--- src/verilog/keypad_pkg.sv ---
`default_nettype none

package keypad_pkg;

    typedef logic [3:0]  line_t;     // row or column lines
    typedef logic [3:0]  key_idx_t;  // column * 4 + row
    typedef logic [15:0] key_map_t;  // 1 = pressed
    typedef logic [1:0]  wb_addr_t;  // word address
    typedef logic [31:0] wb_data_t;

    typedef struct packed {
        key_idx_t key;
        logic     pressed;  // 0 = release
    } key_event_t;

    typedef struct packed {
        logic     cyc;
        logic     stb;
        logic     we;
        wb_addr_t adr;
        wb_data_t dat;
    } wb_req_t;

    typedef struct packed {
        logic     ack;
        wb_data_t dat;
    } wb_rsp_t;

    localparam wb_addr_t REG_STATUS = 2'd0;
    localparam wb_addr_t REG_EVENT  = 2'd1;
    localparam wb_addr_t REG_CTRL   = 2'd2;
    localparam wb_addr_t REG_KEYMAP = 2'd3;

endpackage

`default_nettype wire

--- src/verilog/key_debounce.sv ---
`timescale 1ns/1ps
`default_nettype none

module key_debounce #(
    parameter int DEBOUNCE_SWEEPS = 4
) (
    input  wire                        clk,
    input  wire                        rst,
    input  wire keypad_pkg::key_map_t  raw_map,
    input  wire                        sweep_done,
    output keypad_pkg::key_event_t     evt,
    output logic                       evt_valid,
    output keypad_pkg::key_map_t       stable_map
);

    import keypad_pkg::*;

    localparam int CW = $clog2(DEBOUNCE_SWEEPS + 1);
    localparam logic [CW-1:0] CNT_MAX = CW'(DEBOUNCE_SWEEPS);

    typedef enum logic {
        ST_WAIT,
        ST_EMIT
    } db_state_t;

    db_state_t     state;
    key_map_t      cand_map;
    key_map_t      pending;     // keys whose change is not yet reported
    key_map_t      pending_nx;
    key_map_t      low_bit;
    key_idx_t      low_idx;
    logic [CW-1:0] match_cnt;
    logic [CW-1:0] match_nx;
    logic          same;
    logic          accept;

    assign same = (raw_map == cand_map);

    always_comb
    begin
        if (!same)
            match_nx = CW'(1);
        else if (match_cnt == CNT_MAX)
            match_nx = CNT_MAX;  // saturate
        else
            match_nx = match_cnt + 1'b1;
        // fire once per run of equal sweeps
        accept = sweep_done && (match_nx == CNT_MAX) && !(same && match_cnt == CNT_MAX);
    end

    always_comb
    begin
        low_idx = '0;
        for (int i = 15; i >= 0; i--)
            if (pending[i])
                low_idx = key_idx_t'(i);
        low_bit    = key_map_t'(1) << low_idx;
        pending_nx = pending & ~((state == ST_EMIT) ? low_bit : '0);
        if (accept)
            pending_nx = pending_nx ^ (raw_map ^ stable_map);  // merge, double toggles cancel
    end

    always_ff @(posedge clk or negedge rst)
    begin
        if (!rst)
        begin
            state      <= ST_WAIT;
            cand_map   <= '0;
            match_cnt  <= '0;
            stable_map <= '0;
            pending    <= '0;
        end
        else
        begin
            if (sweep_done)
            begin
                cand_map  <= raw_map;
                match_cnt <= match_nx;
            end
            if (accept)
                stable_map <= raw_map;
            pending <= pending_nx;
            state   <= (pending_nx != '0) ? ST_EMIT : ST_WAIT;
        end
    end

    assign evt_valid = (state == ST_EMIT);
    assign evt       = '{key: low_idx, pressed: stable_map[low_idx]};

    a_evt_in_emit: assert property (
        @(posedge clk) disable iff (!rst)
        evt_valid |-> (state == ST_EMIT) && pending[evt.key] && !pending_nx[evt.key]
    );

endmodule

`default_nettype wire

--- src/verilog/key_event_fifo.sv ---
`timescale 1ns/1ps
`default_nettype none

module key_event_fifo #(
    parameter int FIFO_DEPTH = 8
) (
    input  wire                         clk,
    input  wire                         rst,
    input  wire                         push,
    input  wire keypad_pkg::key_event_t push_evt,
    input  wire                         pop,
    input  wire                         clear_overflow,
    output keypad_pkg::key_event_t      head,
    output logic                        not_empty,
    output logic [3:0]                  count,
    output logic                        overflow
);

    import keypad_pkg::*;

    localparam int AW = $clog2(FIFO_DEPTH);  // depth is a power of two, pointers wrap

    key_event_t  mem [FIFO_DEPTH];
    logic [AW-1:0] wr_ptr;
    logic [AW-1:0] rd_ptr;
    logic [3:0]  count_q;
    logic        full;
    logic        do_push;
    logic        do_pop;

    assign full    = (count_q == 4'(FIFO_DEPTH));
    assign do_pop  = pop && (count_q != 4'd0);     // empty pop ignored
    assign do_push = push && (!full || do_pop);

    always_ff @(posedge clk or negedge rst)
    begin
        if (!rst)
        begin
            wr_ptr   <= '0;
            rd_ptr   <= '0;
            count_q  <= 4'd0;
            overflow <= 1'b0;
        end
        else
        begin
            if (do_push)
                wr_ptr <= wr_ptr + 1'b1;
            if (do_pop)
                rd_ptr <= rd_ptr + 1'b1;
            case ({do_push, do_pop})
                2'b10:   count_q <= count_q + 4'd1;
                2'b01:   count_q <= count_q - 4'd1;
                default: count_q <= count_q;
            endcase
            if (push && !do_push)
                overflow <= 1'b1;  // sticky, set beats clear
            else if (clear_overflow)
                overflow <= 1'b0;
        end
    end

    always_ff @(posedge clk)
    begin
        if (do_push)
            mem[wr_ptr] <= push_evt;
    end

    assign head      = mem[rd_ptr];
    assign not_empty = (count_q != 4'd0);
    assign count     = count_q;

    a_count_bound: assert property (
        @(posedge clk) disable iff (!rst) count_q <= 4'(FIFO_DEPTH)
    );

endmodule

`default_nettype wire

--- src/verilog/key_scanner.sv ---
`timescale 1ns/1ps
`default_nettype none

module key_scanner #(
    parameter int SCAN_DIV = 50
) (
    input  wire                  clk,
    input  wire                  rst,
    input  wire                  scan_en,
    input  wire keypad_pkg::line_t row,
    output keypad_pkg::line_t    col,
    output keypad_pkg::key_map_t raw_map,
    output logic                 sweep_done
);

    import keypad_pkg::*;

    localparam int CW = (SCAN_DIV > 1) ? $clog2(SCAN_DIV) : 1;
    localparam logic [CW-1:0] DIV_LAST = CW'(SCAN_DIV - 1);

    typedef enum logic [2:0] {
        SC_IDLE,
        SC_COL0,
        SC_COL1,
        SC_COL2,
        SC_COL3
    } scan_state_t;

    scan_state_t   state;
    logic [CW-1:0] div_cnt;
    logic          step_tick;
    logic          sample;
    logic [1:0]    col_sel;
    logic [11:0]   shadow;  // columns 0..2 of the running sweep

    assign step_tick = (div_cnt == DIV_LAST);  // last cycle of a column step
    assign sample    = scan_en && step_tick && (state != SC_IDLE);

    always_comb
    begin
        col     = 4'b1111;
        col_sel = 2'd0;
        case (state)
            SC_COL0: begin col = 4'b1110; col_sel = 2'd0; end
            SC_COL1: begin col = 4'b1101; col_sel = 2'd1; end
            SC_COL2: begin col = 4'b1011; col_sel = 2'd2; end
            SC_COL3: begin col = 4'b0111; col_sel = 2'd3; end
            default: col = 4'b1111;
        endcase
    end

    always_ff @(posedge clk or negedge rst)
    begin
        if (!rst)
        begin
            state      <= SC_IDLE;
            div_cnt    <= '0;
            sweep_done <= 1'b0;
        end
        else
        begin
            sweep_done <= 1'b0;
            if (!scan_en)
            begin
                state   <= SC_IDLE;  // all columns released
                div_cnt <= '0;
            end
            else if (state == SC_IDLE)
            begin
                state <= SC_COL0;
            end
            else if (step_tick)
            begin
                div_cnt <= '0;
                case (state)
                    SC_COL0: state <= SC_COL1;
                    SC_COL1: state <= SC_COL2;
                    SC_COL2: state <= SC_COL3;
                    default:
                    begin
                        state      <= SC_COL0;
                        sweep_done <= 1'b1;  // raw_map loads at the same edge
                    end
                endcase
            end
            else
            begin
                div_cnt <= div_cnt + 1'b1;
            end
        end
    end

    // rows read low for closed switches in the driven column
    always_ff @(posedge clk)
    begin
        if (sample)
        begin
            if (state == SC_COL3)
                raw_map <= {~row, shadow};
            else
                shadow[{col_sel, 2'b00} +: 4] <= ~row;
        end
    end

    // columns driven one at a time, and only while scanning
    a_one_col_low: assert property (
        @(posedge clk) disable iff (!rst)
        (col != 4'hf) |-> $onehot(~col) && $past(scan_en)
    );

endmodule

`default_nettype wire

--- src/verilog/keypad_ctrl_top.sv ---
`timescale 1ns/1ps
`default_nettype none

module keypad_ctrl_top #(
    parameter int SCAN_DIV        = 50,
    parameter int DEBOUNCE_SWEEPS = 4,
    parameter int FIFO_DEPTH      = 8
) (
    input  wire                      clk,
    input  wire                      rst,
    input  wire keypad_pkg::wb_req_t wb_i,
    output keypad_pkg::wb_rsp_t      wb_o,
    input  wire keypad_pkg::line_t   row,
    output keypad_pkg::line_t        col,
    output logic                     irq
);

    import keypad_pkg::*;

    key_map_t   raw_map;
    logic       sweep_done;
    key_event_t evt;
    logic       evt_valid;
    key_map_t   stable_map;
    key_event_t head;
    logic       not_empty;
    logic [3:0] count;
    logic       overflow;
    logic       pop;
    logic       clear_overflow;
    logic       scan_en;

    key_scanner #(
        .SCAN_DIV (SCAN_DIV)
    ) u_scanner (
        .clk        (clk),
        .rst        (rst),
        .scan_en    (scan_en),
        .row        (row),
        .col        (col),
        .raw_map    (raw_map),
        .sweep_done (sweep_done)
    );

    key_debounce #(
        .DEBOUNCE_SWEEPS (DEBOUNCE_SWEEPS)
    ) u_debounce (
        .clk        (clk),
        .rst        (rst),
        .raw_map    (raw_map),
        .sweep_done (sweep_done),
        .evt        (evt),
        .evt_valid  (evt_valid),
        .stable_map (stable_map)
    );

    key_event_fifo #(
        .FIFO_DEPTH (FIFO_DEPTH)
    ) u_fifo (
        .clk            (clk),
        .rst            (rst),
        .push           (evt_valid),
        .push_evt       (evt),
        .pop            (pop),
        .clear_overflow (clear_overflow),
        .head           (head),
        .not_empty      (not_empty),
        .count          (count),
        .overflow       (overflow)
    );

    keypad_wb_regs u_regs (
        .clk            (clk),
        .rst            (rst),
        .wb_i           (wb_i),
        .wb_o           (wb_o),
        .head           (head),
        .not_empty      (not_empty),
        .count          (count),
        .overflow       (overflow),
        .stable_map     (stable_map),
        .pop            (pop),
        .clear_overflow (clear_overflow),
        .scan_en        (scan_en),
        .irq            (irq)
    );

endmodule

`default_nettype wire

--- src/verilog/keypad_wb_regs.sv ---
`timescale 1ns/1ps
`default_nettype none

module keypad_wb_regs (
    input  wire                         clk,
    input  wire                         rst,
    input  wire keypad_pkg::wb_req_t    wb_i,
    output keypad_pkg::wb_rsp_t         wb_o,
    input  wire keypad_pkg::key_event_t head,
    input  wire                         not_empty,
    input  wire [3:0]                   count,
    input  wire                         overflow,
    input  wire keypad_pkg::key_map_t   stable_map,
    output logic                        pop,
    output logic                        clear_overflow,
    output logic                        scan_en,
    output logic                        irq
);

    import keypad_pkg::*;

    logic     ack_q;
    logic     req;
    logic     wr;
    logic     rd;
    logic     irq_en;
    wb_data_t rd_dat;
    wb_data_t dat_q;

    // new request only while ack is low, so each transfer is taken once
    assign req = wb_i.cyc && wb_i.stb && !ack_q;
    assign wr  = req && wb_i.we;
    assign rd  = req && !wb_i.we;

    // both act at the edge that raises ack
    assign pop            = rd && (wb_i.adr == REG_EVENT) && not_empty;
    assign clear_overflow = wr && (wb_i.adr == REG_STATUS) && wb_i.dat[1];

    always_comb
    begin
        case (wb_i.adr)
            REG_STATUS:
                rd_dat = {24'd0, count, 2'b00, overflow, not_empty};
            REG_EVENT:
                rd_dat = not_empty ? {26'd0, 1'b1, head} : '0;
            REG_CTRL:
                rd_dat = {30'd0, irq_en, scan_en};
            default:
                rd_dat = {16'd0, stable_map};
        endcase
    end

    always_ff @(posedge clk or negedge rst)
    begin
        if (!rst)
        begin
            ack_q   <= 1'b0;
            scan_en <= 1'b0;
            irq_en  <= 1'b0;
            irq     <= 1'b0;
        end
        else
        begin
            ack_q <= req;
            irq   <= irq_en && not_empty;
            if (wr && (wb_i.adr == REG_CTRL))
            begin
                scan_en <= wb_i.dat[0];
                irq_en  <= wb_i.dat[1];
            end
        end
    end

    // captured with the pre-pop head
    always_ff @(posedge clk)
    begin
        if (rd)
            dat_q <= rd_dat;
    end

    assign wb_o = '{ack: ack_q, dat: dat_q};

    // a popping read is acked once and returns the valid flag
    a_ack_single: assert property (
        @(posedge clk) disable iff (!rst)
        pop |=> wb_o.ack && wb_o.dat[5] ##1 !wb_o.ack
    );

endmodule

`default_nettype wire
--- config.mk ---
export PLATFORM = sky130hd
export DESIGN_NAME = keypad_ctrl_top
export DESIGN_NICKNAME = d
export VERILOG_FILES = /design/src/verilog/keypad_pkg.sv /design/src/verilog/key_debounce.sv /design/src/verilog/key_event_fifo.sv /design/src/verilog/key_scanner.sv /design/src/verilog/keypad_ctrl_top.sv /design/src/verilog/keypad_wb_regs.sv
export SDC_FILE = /design/constraint.sdc
export NUM_CORES = 1
export LEC_CHECK = 0
export ABC_AREA = 1
export ABC_CLOCK_PERIOD_IN_PS = 4300
export BUFFER_PORTS_ARGS = -buffer_cell sky130_fd_sc_hd__buf_2
export CORE_MARGIN = 2
export CORE_UTILIZATION = 53
export CTS_CLUSTER_SIZE = 40
export DETAILED_ROUTE_END_ITERATION = 7
export PLACE_DENSITY = 0.79
export SYNTH_ARGS = -nofsm -noshare
export SYNTH_HDL_FRONTEND = slang
export SYNTH_SLANG_ARGS = --single-unit
export TNS_END_PERCENT = 50
--- constraint.sdc ---
create_clock -name clk -period 4.3 [get_ports clk]
set_input_delay 0.645 -clock clk [delete_from_list [all_inputs] [get_ports clk]]
set_output_delay 0.645 -clock clk [all_outputs]
set_load 0.05 [all_outputs]
==> results.yml, run 1 <==
critical_path:
  reg2reg_to: "u_fifo.mem[6][0]$_DFFE_PP_"
  rrSetupSlack_ps: 1390
  r2r_start: "u_debounce.pending[15]$_DFF_PN0_"
  worst-endpoint-required_ps: 4460
  criticalPathCategory: "reg -> reg"
  crit_path_max_fanout: 12
  arrival_ps: 3070
  reg2reg_depth: 14
  cp-end-kind: "flip-flop"
  cp-start-kind: "flip-flop"
power:
  p_leak_nw: 3.877
  vdd_drop_max_v: 0.0003531
  p_per_area_nw_per_um2: 433.1
final_layout:
  mostFrequentLayoutCell: "nand2_1"
  final_cell_mix: "nand2_1, inv_1, nor2_1, edfxtp_1, dfrtp_1"
  nets: 910
  area_growth_pct: 11.13
  nFillCells: 1169
  diodes: 0
  drive_gt1_share_pct: 11.53
clocking:
  clk_pin_slew_ps: 60
  cts_inserted_buffers: 17
  cts_resized: 0
  postCtsSetupRepairBufs: 0
  root_buffer: "clkbuf_16"
  h-tree-depth: 4
  cts_hold_buffers: 0
  cts_tree: "yes"
  ctsLongestPathBuffers: 2
  clk-insertion-delay-late_ps: 430
  cts.sinks: 161
routing:
  vias: 5539
  wl_per_cell_um: 14.85
  drt_wl_total_um: 15610
  route.detailed.vias_per_inst: 5.270
  drc_errors: 0
  ant_nets: 0
  drt_iter0_drc: 563
  dr.pass1.iters: 5
place:
  portBuffers: 34
  dpl_worst_slack_ps: 1180
  gp_congestion: 0.8817
  hpwl_um: 11070
yosys:
  synthDistinctLibCells: 49
  synth_warnings: 0
  syn_area_per_cell_sq_um: 9.602
  ys_top_cells_by_area: "edfxtp_1, dfrtp_1, nand2_1"
  ys_seq_area_share_pct: 56.92
  ys_ff_latch: 161
  synth_area_leader_cell: "edfxtp_1"
  syn_area_sq_um: 7816
  yosys.area.top_type_share_pct: 32.27
  synth_cells: 814
worst_hold_path:
  hold_class: "in -> async"
status:
  status: "completed"
sta:
  hold_viol: 0
  tns_ps: 0
  skew_ps: 4.993
  slew_headroom_pct: 20.97
  setup_viol: 0
  rsz0062_at_grt: "false"
  final_max_slew_viol_count: 0
  worst_pin_slew_ps: 1181
  fmax_ghz: 0.3434
  finalCritPeriodShare_pct: 67.72
  layout_min_cycle_time_ps: 2912
  post-route-worst-setup-slack_ps: 1388
global_route:
  first_global_vias: 5311
  grt_pass1_wl_um: 26180
  overflow: 0
  antenna_found_initial: 0
  grtUsageTotal_pct: 21.20
  grt_max_degree: 78
floorplan:
  die_x_um: 125.4
  floorplan.initialDensity_pct: 53.98
  io_pins: 81
  die_h_um: 125.4
  row_count: 44
  core-area_sq_um: 14480
  die_area_sq_um: 15740
run:
  max-cap-violations: 0
==> how the worst max path moves through the flow <==
| stage | from | endpoint | slack [ps] | cells past startpoint |
|---|---|---|---|---|
| 2_1_floorplan | wb_i[34] | u_fifo.count[3]$_DFFE_PN0P_ | 780 | 13 |
| 3_3_place_gp | wb_i[34] | u_fifo.count[3]$_DFFE_PN0P_ | 1260 | 15 |
| 3_5_place_dp | wb_i[34] | u_fifo.count[3]$_DFFE_PN0P_ | 1180 | 15 |
| 4_1_cts | u_debounce.pending[15]$_DFF_PN0_ | u_fifo.mem[6][0]$_DFFE_PP_ | 1410 | 14 |
| 5_1_grt | u_debounce.pending[15]$_DFF_PN0_ | u_fifo.mem[7][0]$_DFFE_PP_ | 1130 | 14 |
| 6_report | u_debounce.pending[15]$_DFF_PN0_ | u_fifo.mem[6][0]$_DFFE_PP_ | 1390 | 14 |
==> layout make-up <==
cell class	count	area (sq um)	share of cell area [%]
Clock buffer	19	432.9	4.984
Clock inverter	13	127.6	1.469
Inverter	117	440.4	5.071
Multi-Input combinational cell	518	2795	32.18
Sequential cell	161	4449	51.22
Tap cell	184	230.2	2.651
Timing Repair Buffer	39	210.2	2.420
==> per-layer routing <==
layer | up-vias | GRT usage, % | routed length, um
met1 | 2610 | 27.83 | 6642
met2 | 168 | 34.21 | 7641
met3 | 33 | 4.493 | 951
li1 | 2728 | - | -
met5 | - | 0 | 0
met4 | 0 | 9.412 | 371
==> critical path, cell delays in order, from the launching register on <==
cell and delay [ps]:
dfrtp_1 400, or2_1 160, nand3_1 80, nand3_1 70
nand3_1 70, nand2_1 60, nand2_1 60, a21boi_2 430
buf_4 290, inv_2 120, nor2_8 200, nand2_1 70
nand4_1 90, o21ai_0 70, o21ai_1 460
==> cells by family after synthesis <==
group	share of synthesized area (%)
AOI/OAI and AO/OA	8.004
xor gates and xnor gates	4.370
adders and majority gates	2.177
buffers and inverters	8.228
DFF	56.92
muxes	0.6403
other	0.04798
and+or+nand+nor	19.61
==> power by group <==
| part | internal, mW | switching (mW) | leakage [nW] | total (mW) |
|---|---|---|---|---|
| registers | 1.68 | 0.102 | 1.91 | 1.78 |
| clock network | 0.809 | 0.640 | 0.270 | 1.45 |
| logic | 0.171 | 0.365 | 1.69 | 0.536 |
==> registers in the layout (all words and copies together) (netlist names), 4 cells and up <==
| register | cells |
|---|---|
| u_scanner.shadow | 12 |
| u_fifo.count | 4 |
| u_debounce.cand_map | 16 |
| u_debounce.stable_map | 16 |
| u_scanner.div_cnt | 6 |
| u_fifo.mem | 40 |
| u_regs.dat_q | 16 |
| u_scanner.raw_map | 16 |
| u_debounce.pending | 16 |
==> synth_stat cells (all sizes together) <==
cell	n
inv	112
o211ai	3
fa	1
o22ai	8
edfxtp	84
xnor2	16
nor4	3
dfrtp	77
o21ai	68
clkbuf	12
a21boi	1
a211oi	2
clkinv	5
or2	2
buf	21
o2111ai	2
nand2	172
nand3	32
a22o	1
and2	1
o32ai	5
o31ai	1
o221ai	5
mux2i	5
conb	1
nand3b	6
nor2	92
a21oi	8
ha	12
a31oi	1
xor2	23
o21bai	2
nor3	15
nand4	15
==> through the flow <==
step	instance area, sq um	std cells	hold WS (ps)	utilization [%]	total power, mW
CTS	8686	1051	412.6	59.99	3.777
detailed placement	8125	1019	405.4	56.12	2.337
finish	8686	1051	365.7	59.99	3.762
global route	8686	1051	425.4	59.99	3.929
global placement	8125	1019	400.3	56.12	2.321
floorplan	7879	829	349.4	-	2.205
No activity file was read; power rests on OpenSTA's default activity.
==> inputs of run 2 (changes only) <==
--- a/config.mk
+++ b/config.mk
@@ -6,13 +6,13 @@
 export NUM_CORES = 1
 export LEC_CHECK = 0
 export ABC_AREA = 1
-export ABC_CLOCK_PERIOD_IN_PS = 4300
+export ABC_CLOCK_PERIOD_IN_PS = 3000
 export BUFFER_PORTS_ARGS = -buffer_cell sky130_fd_sc_hd__buf_2
 export CORE_MARGIN = 2
-export CORE_UTILIZATION = 53
+export CORE_UTILIZATION = 59
 export CTS_CLUSTER_SIZE = 40
 export DETAILED_ROUTE_END_ITERATION = 7
-export PLACE_DENSITY = 0.79
+export PLACE_DENSITY = 0.83
 export SYNTH_ARGS = -nofsm -noshare
 export SYNTH_HDL_FRONTEND = slang
 export SYNTH_SLANG_ARGS = --single-unit
==> constraint.sdc (replaced) <==
create_clock -name clk -period 3 [get_ports clk]
set_input_delay 0.45 -clock clk [delete_from_list [all_inputs] [get_ports clk]]
set_output_delay 0.45 -clock clk [all_outputs]
set_load 0.05 [all_outputs]
==> results.yml, run 2 (synthesis gave the netlist of run 1 again) <==
status:
  status: "completed"
critical_path:
  r2r_start: "u_fifo.count[1]$_DFFE_PN0P_"
  crit_slowest_cell: "dfrtp_1"
  path_buf_inv: 0
  worst-endpoint-required_ps: 3320
  path_cells: "nor2_1, nand2_1, nor2_1, nor3_1, nand2_1, nand4_1, nand2_1, ha_1, ha_1, nand2_1, nor2_1, a211oi_1, nor2_1, nor2_1, nand2_1, xor2_1"
  crit_path_max_fanout: 4
  startpoint: "u_fifo.count[1]$_DFFE_PN0P_"
  criticalPathCategory: "reg -> reg"
  cp-start-kind: "flip-flop"
  rrSetupSlack_ps: 270
  cp-end-kind: "flip-flop"
  crit_cells: 16
  critPathCapture: "u_fifo.count[3]$_DFFE_PN0P_"
  reg2reg_to: "u_fifo.count[3]$_DFFE_PN0P_"
  arrival_ps: 3050
  max_stage_delay_ps: 400
  path_delay_family: "simple AND/OR/NAND/NOR gates"
  reg2reg_depth: 16
final_layout:
  multi_input_area_sq_um: 2795
  final_cell_mix: "nand2_1, inv_1, nor2_1, edfxtp_1, dfrtp_1"
  diodes: 0
  seqCellArea_sq_um: 4449
  fin_cells: 1052
  nets: 919
  drive_gt1_share_pct: 12.56
  largest_reg_flops: 40
  regMostFlops: "u_fifo.mem"
  final_area_sq_um: 8790
  finalCoreUtilization_pct: 67.17
  area_growth_pct: 12.45
  nFillCells: 936
  mostFrequentLayoutCell: "nand2_1"
routing:
  wl_per_cell_um: 14.97
  met2_length_um: 7696
  ant_nets: 0
  top_layer: "met4"
  m1WireLength_um: 6623
  drc_errors: 0
  vias: 5643
  drt_iter0_drc: 513
  drt_wl_total_um: 15750
  dr.pass1.iters: 5
  route.detailed.vias_per_inst: 5.364
  dr_wl_met3_um: 1062
floorplan:
  io_pins: 81
  die_area_sq_um: 14180
  floorplan.initialDensity_pct: 59.73
  die_x_um: 119.1
  core-area_sq_um: 13090
  die_h_um: 119.1
  row_count: 42
clocking:
  cts_tree: "yes"
  clk_pin_slew_ps: 60
  cts_hold_buffers: 0
  postCtsSetupRepairBufs: 0
  h-tree-depth: 4
  cts_resized: 0
  ctsLongestPathBuffers: 2
  clk-insertion-delay-late_ps: 430
  root_buffer: "clkbuf_16"
  cts.sinks: 161
  cts_inserted_buffers: 17
power:
  p_per_area_nw_per_um2: 632.3
  vdd_drop_max_v: 0.0005437
  p_leak_nw: 3.941
global_route:
  grtUsageTotal_pct: 23.77
  overflow: 0
  grt_pass1_wl_um: 26010
  grt_max_degree: 78
  first_global_vias: 5348
  antenna_found_initial: 0
place:
  portBuffers: 34
  place_area_sq_um: 8183
  place_inst: 1020
  gp_congestion: 0.8755
  hpwl_um: 11140
sta:
  hold_viol: 0
  skew_ps: 6.877
  tns_ps: 0
  rsz0062_at_grt: "false"
  slew_headroom_pct: 32.70
  worst_pin_slew_ps: 1009
  fin_hold_ws_ps: 167.5
  fmax_ghz: 0.3664
  finalCritPeriodShare_pct: 90.97
  setup_viol: 0
  layout_min_cycle_time_ps: 2729
  final_max_slew_viol_count: 0
run:
  max-cap-violations: 0
worst_hold_path:
  hold_class: "in -> async"
-- run 2: changes by cell type in the layout (fill, tap and decap cells not counted) --
cell | previous run | this run
clkbuf_1 | 2 | 1
clkinv_2 | 4 | 3
buf_4 | 6 | 15
clkinv_4 | 0 | 2
inv_8 | 3 | 1
bufinv_16 | 1 | 3
-- run 2: cell type report --
type / count / area share, %
Tap cell: 176 / 2.505
Inverter: 117 / 5.011
Sequential cell: 161 / 50.62
Timing Repair Buffer: 48 / 3.160
Clock buffer: 18 / 4.883
Clock inverter: 14 / 2.021
Multi-Input combinational cell: 518 / 31.80
-- run 2: worst register-to-register path, stage by stage, from the launching register on --
cell and delay, ps:
dfrtp_1 400, nor2_1 90, nand2_1 80, nor2_1 60
nor3_1 220, nand2_1 210, nand4_1 150, nand2_1 120
ha_1 240, ha_1 320, nand2_1 90, nor2_1 40
a211oi_1 230, nor2_1 70, nor2_1 90, nand2_1 70
xor2_1 140
-- run 2: power breakdown --
| part | leakage, nW | total [mW] | internal [mW] | switching, mW |
|---|---|---|---|---|
| sequential | 1.91 | 2.50 | 2.40 | 0.101 |
| combinational | 1.74 | 0.841 | 0.267 | 0.574 |
| clock | 0.289 | 2.21 | 1.32 | 0.893 |
| total | 3.94 | 5.56 | 3.99 | 1.57 |
-- run 2: layer usage --
metal  GRT usage (%)  vias up
li1                -     2751
met1           30.64     2645
met5               0        -
met3           6.322       35
met4           10.79        0
met2           37.90      212
-- run 2: through the flow --
step / power [mW] / setup slack (ps)
after detailed placement: 3.373 / 303.8
final: 5.558 / 270.9
after floorplan: 3.162 / 97.02
after CTS: 5.583 / 304.1
after global routing: 5.799 / 4.165
after global placement: 3.347 / 365.4
-- run 2: worst min path at each step --
stage / slack, ps / cells after the start / start / to
3_5_place_dp: 410 / 0 / u_scanner.shadow[10]$_DFFE_PP_ / u_scanner.raw_map[10]$_DFFE_PP_
4_1_cts: 220 / 1 / rst / u_debounce.match_cnt[1]$_DFFE_PN0P_
6_report: 170 / 1 / rst / u_debounce.match_cnt[1]$_DFFE_PN0P_
3_3_place_gp: 400 / 0 / u_scanner.shadow[1]$_DFFE_PP_ / u_scanner.raw_map[1]$_DFFE_PP_
5_1_grt: 250 / 1 / rst / u_debounce.match_cnt[1]$_DFFE_PN0P_
2_1_floorplan: 150 / 0 / rst / u_debounce.cand_map[0]$_DFFE_PN0P_
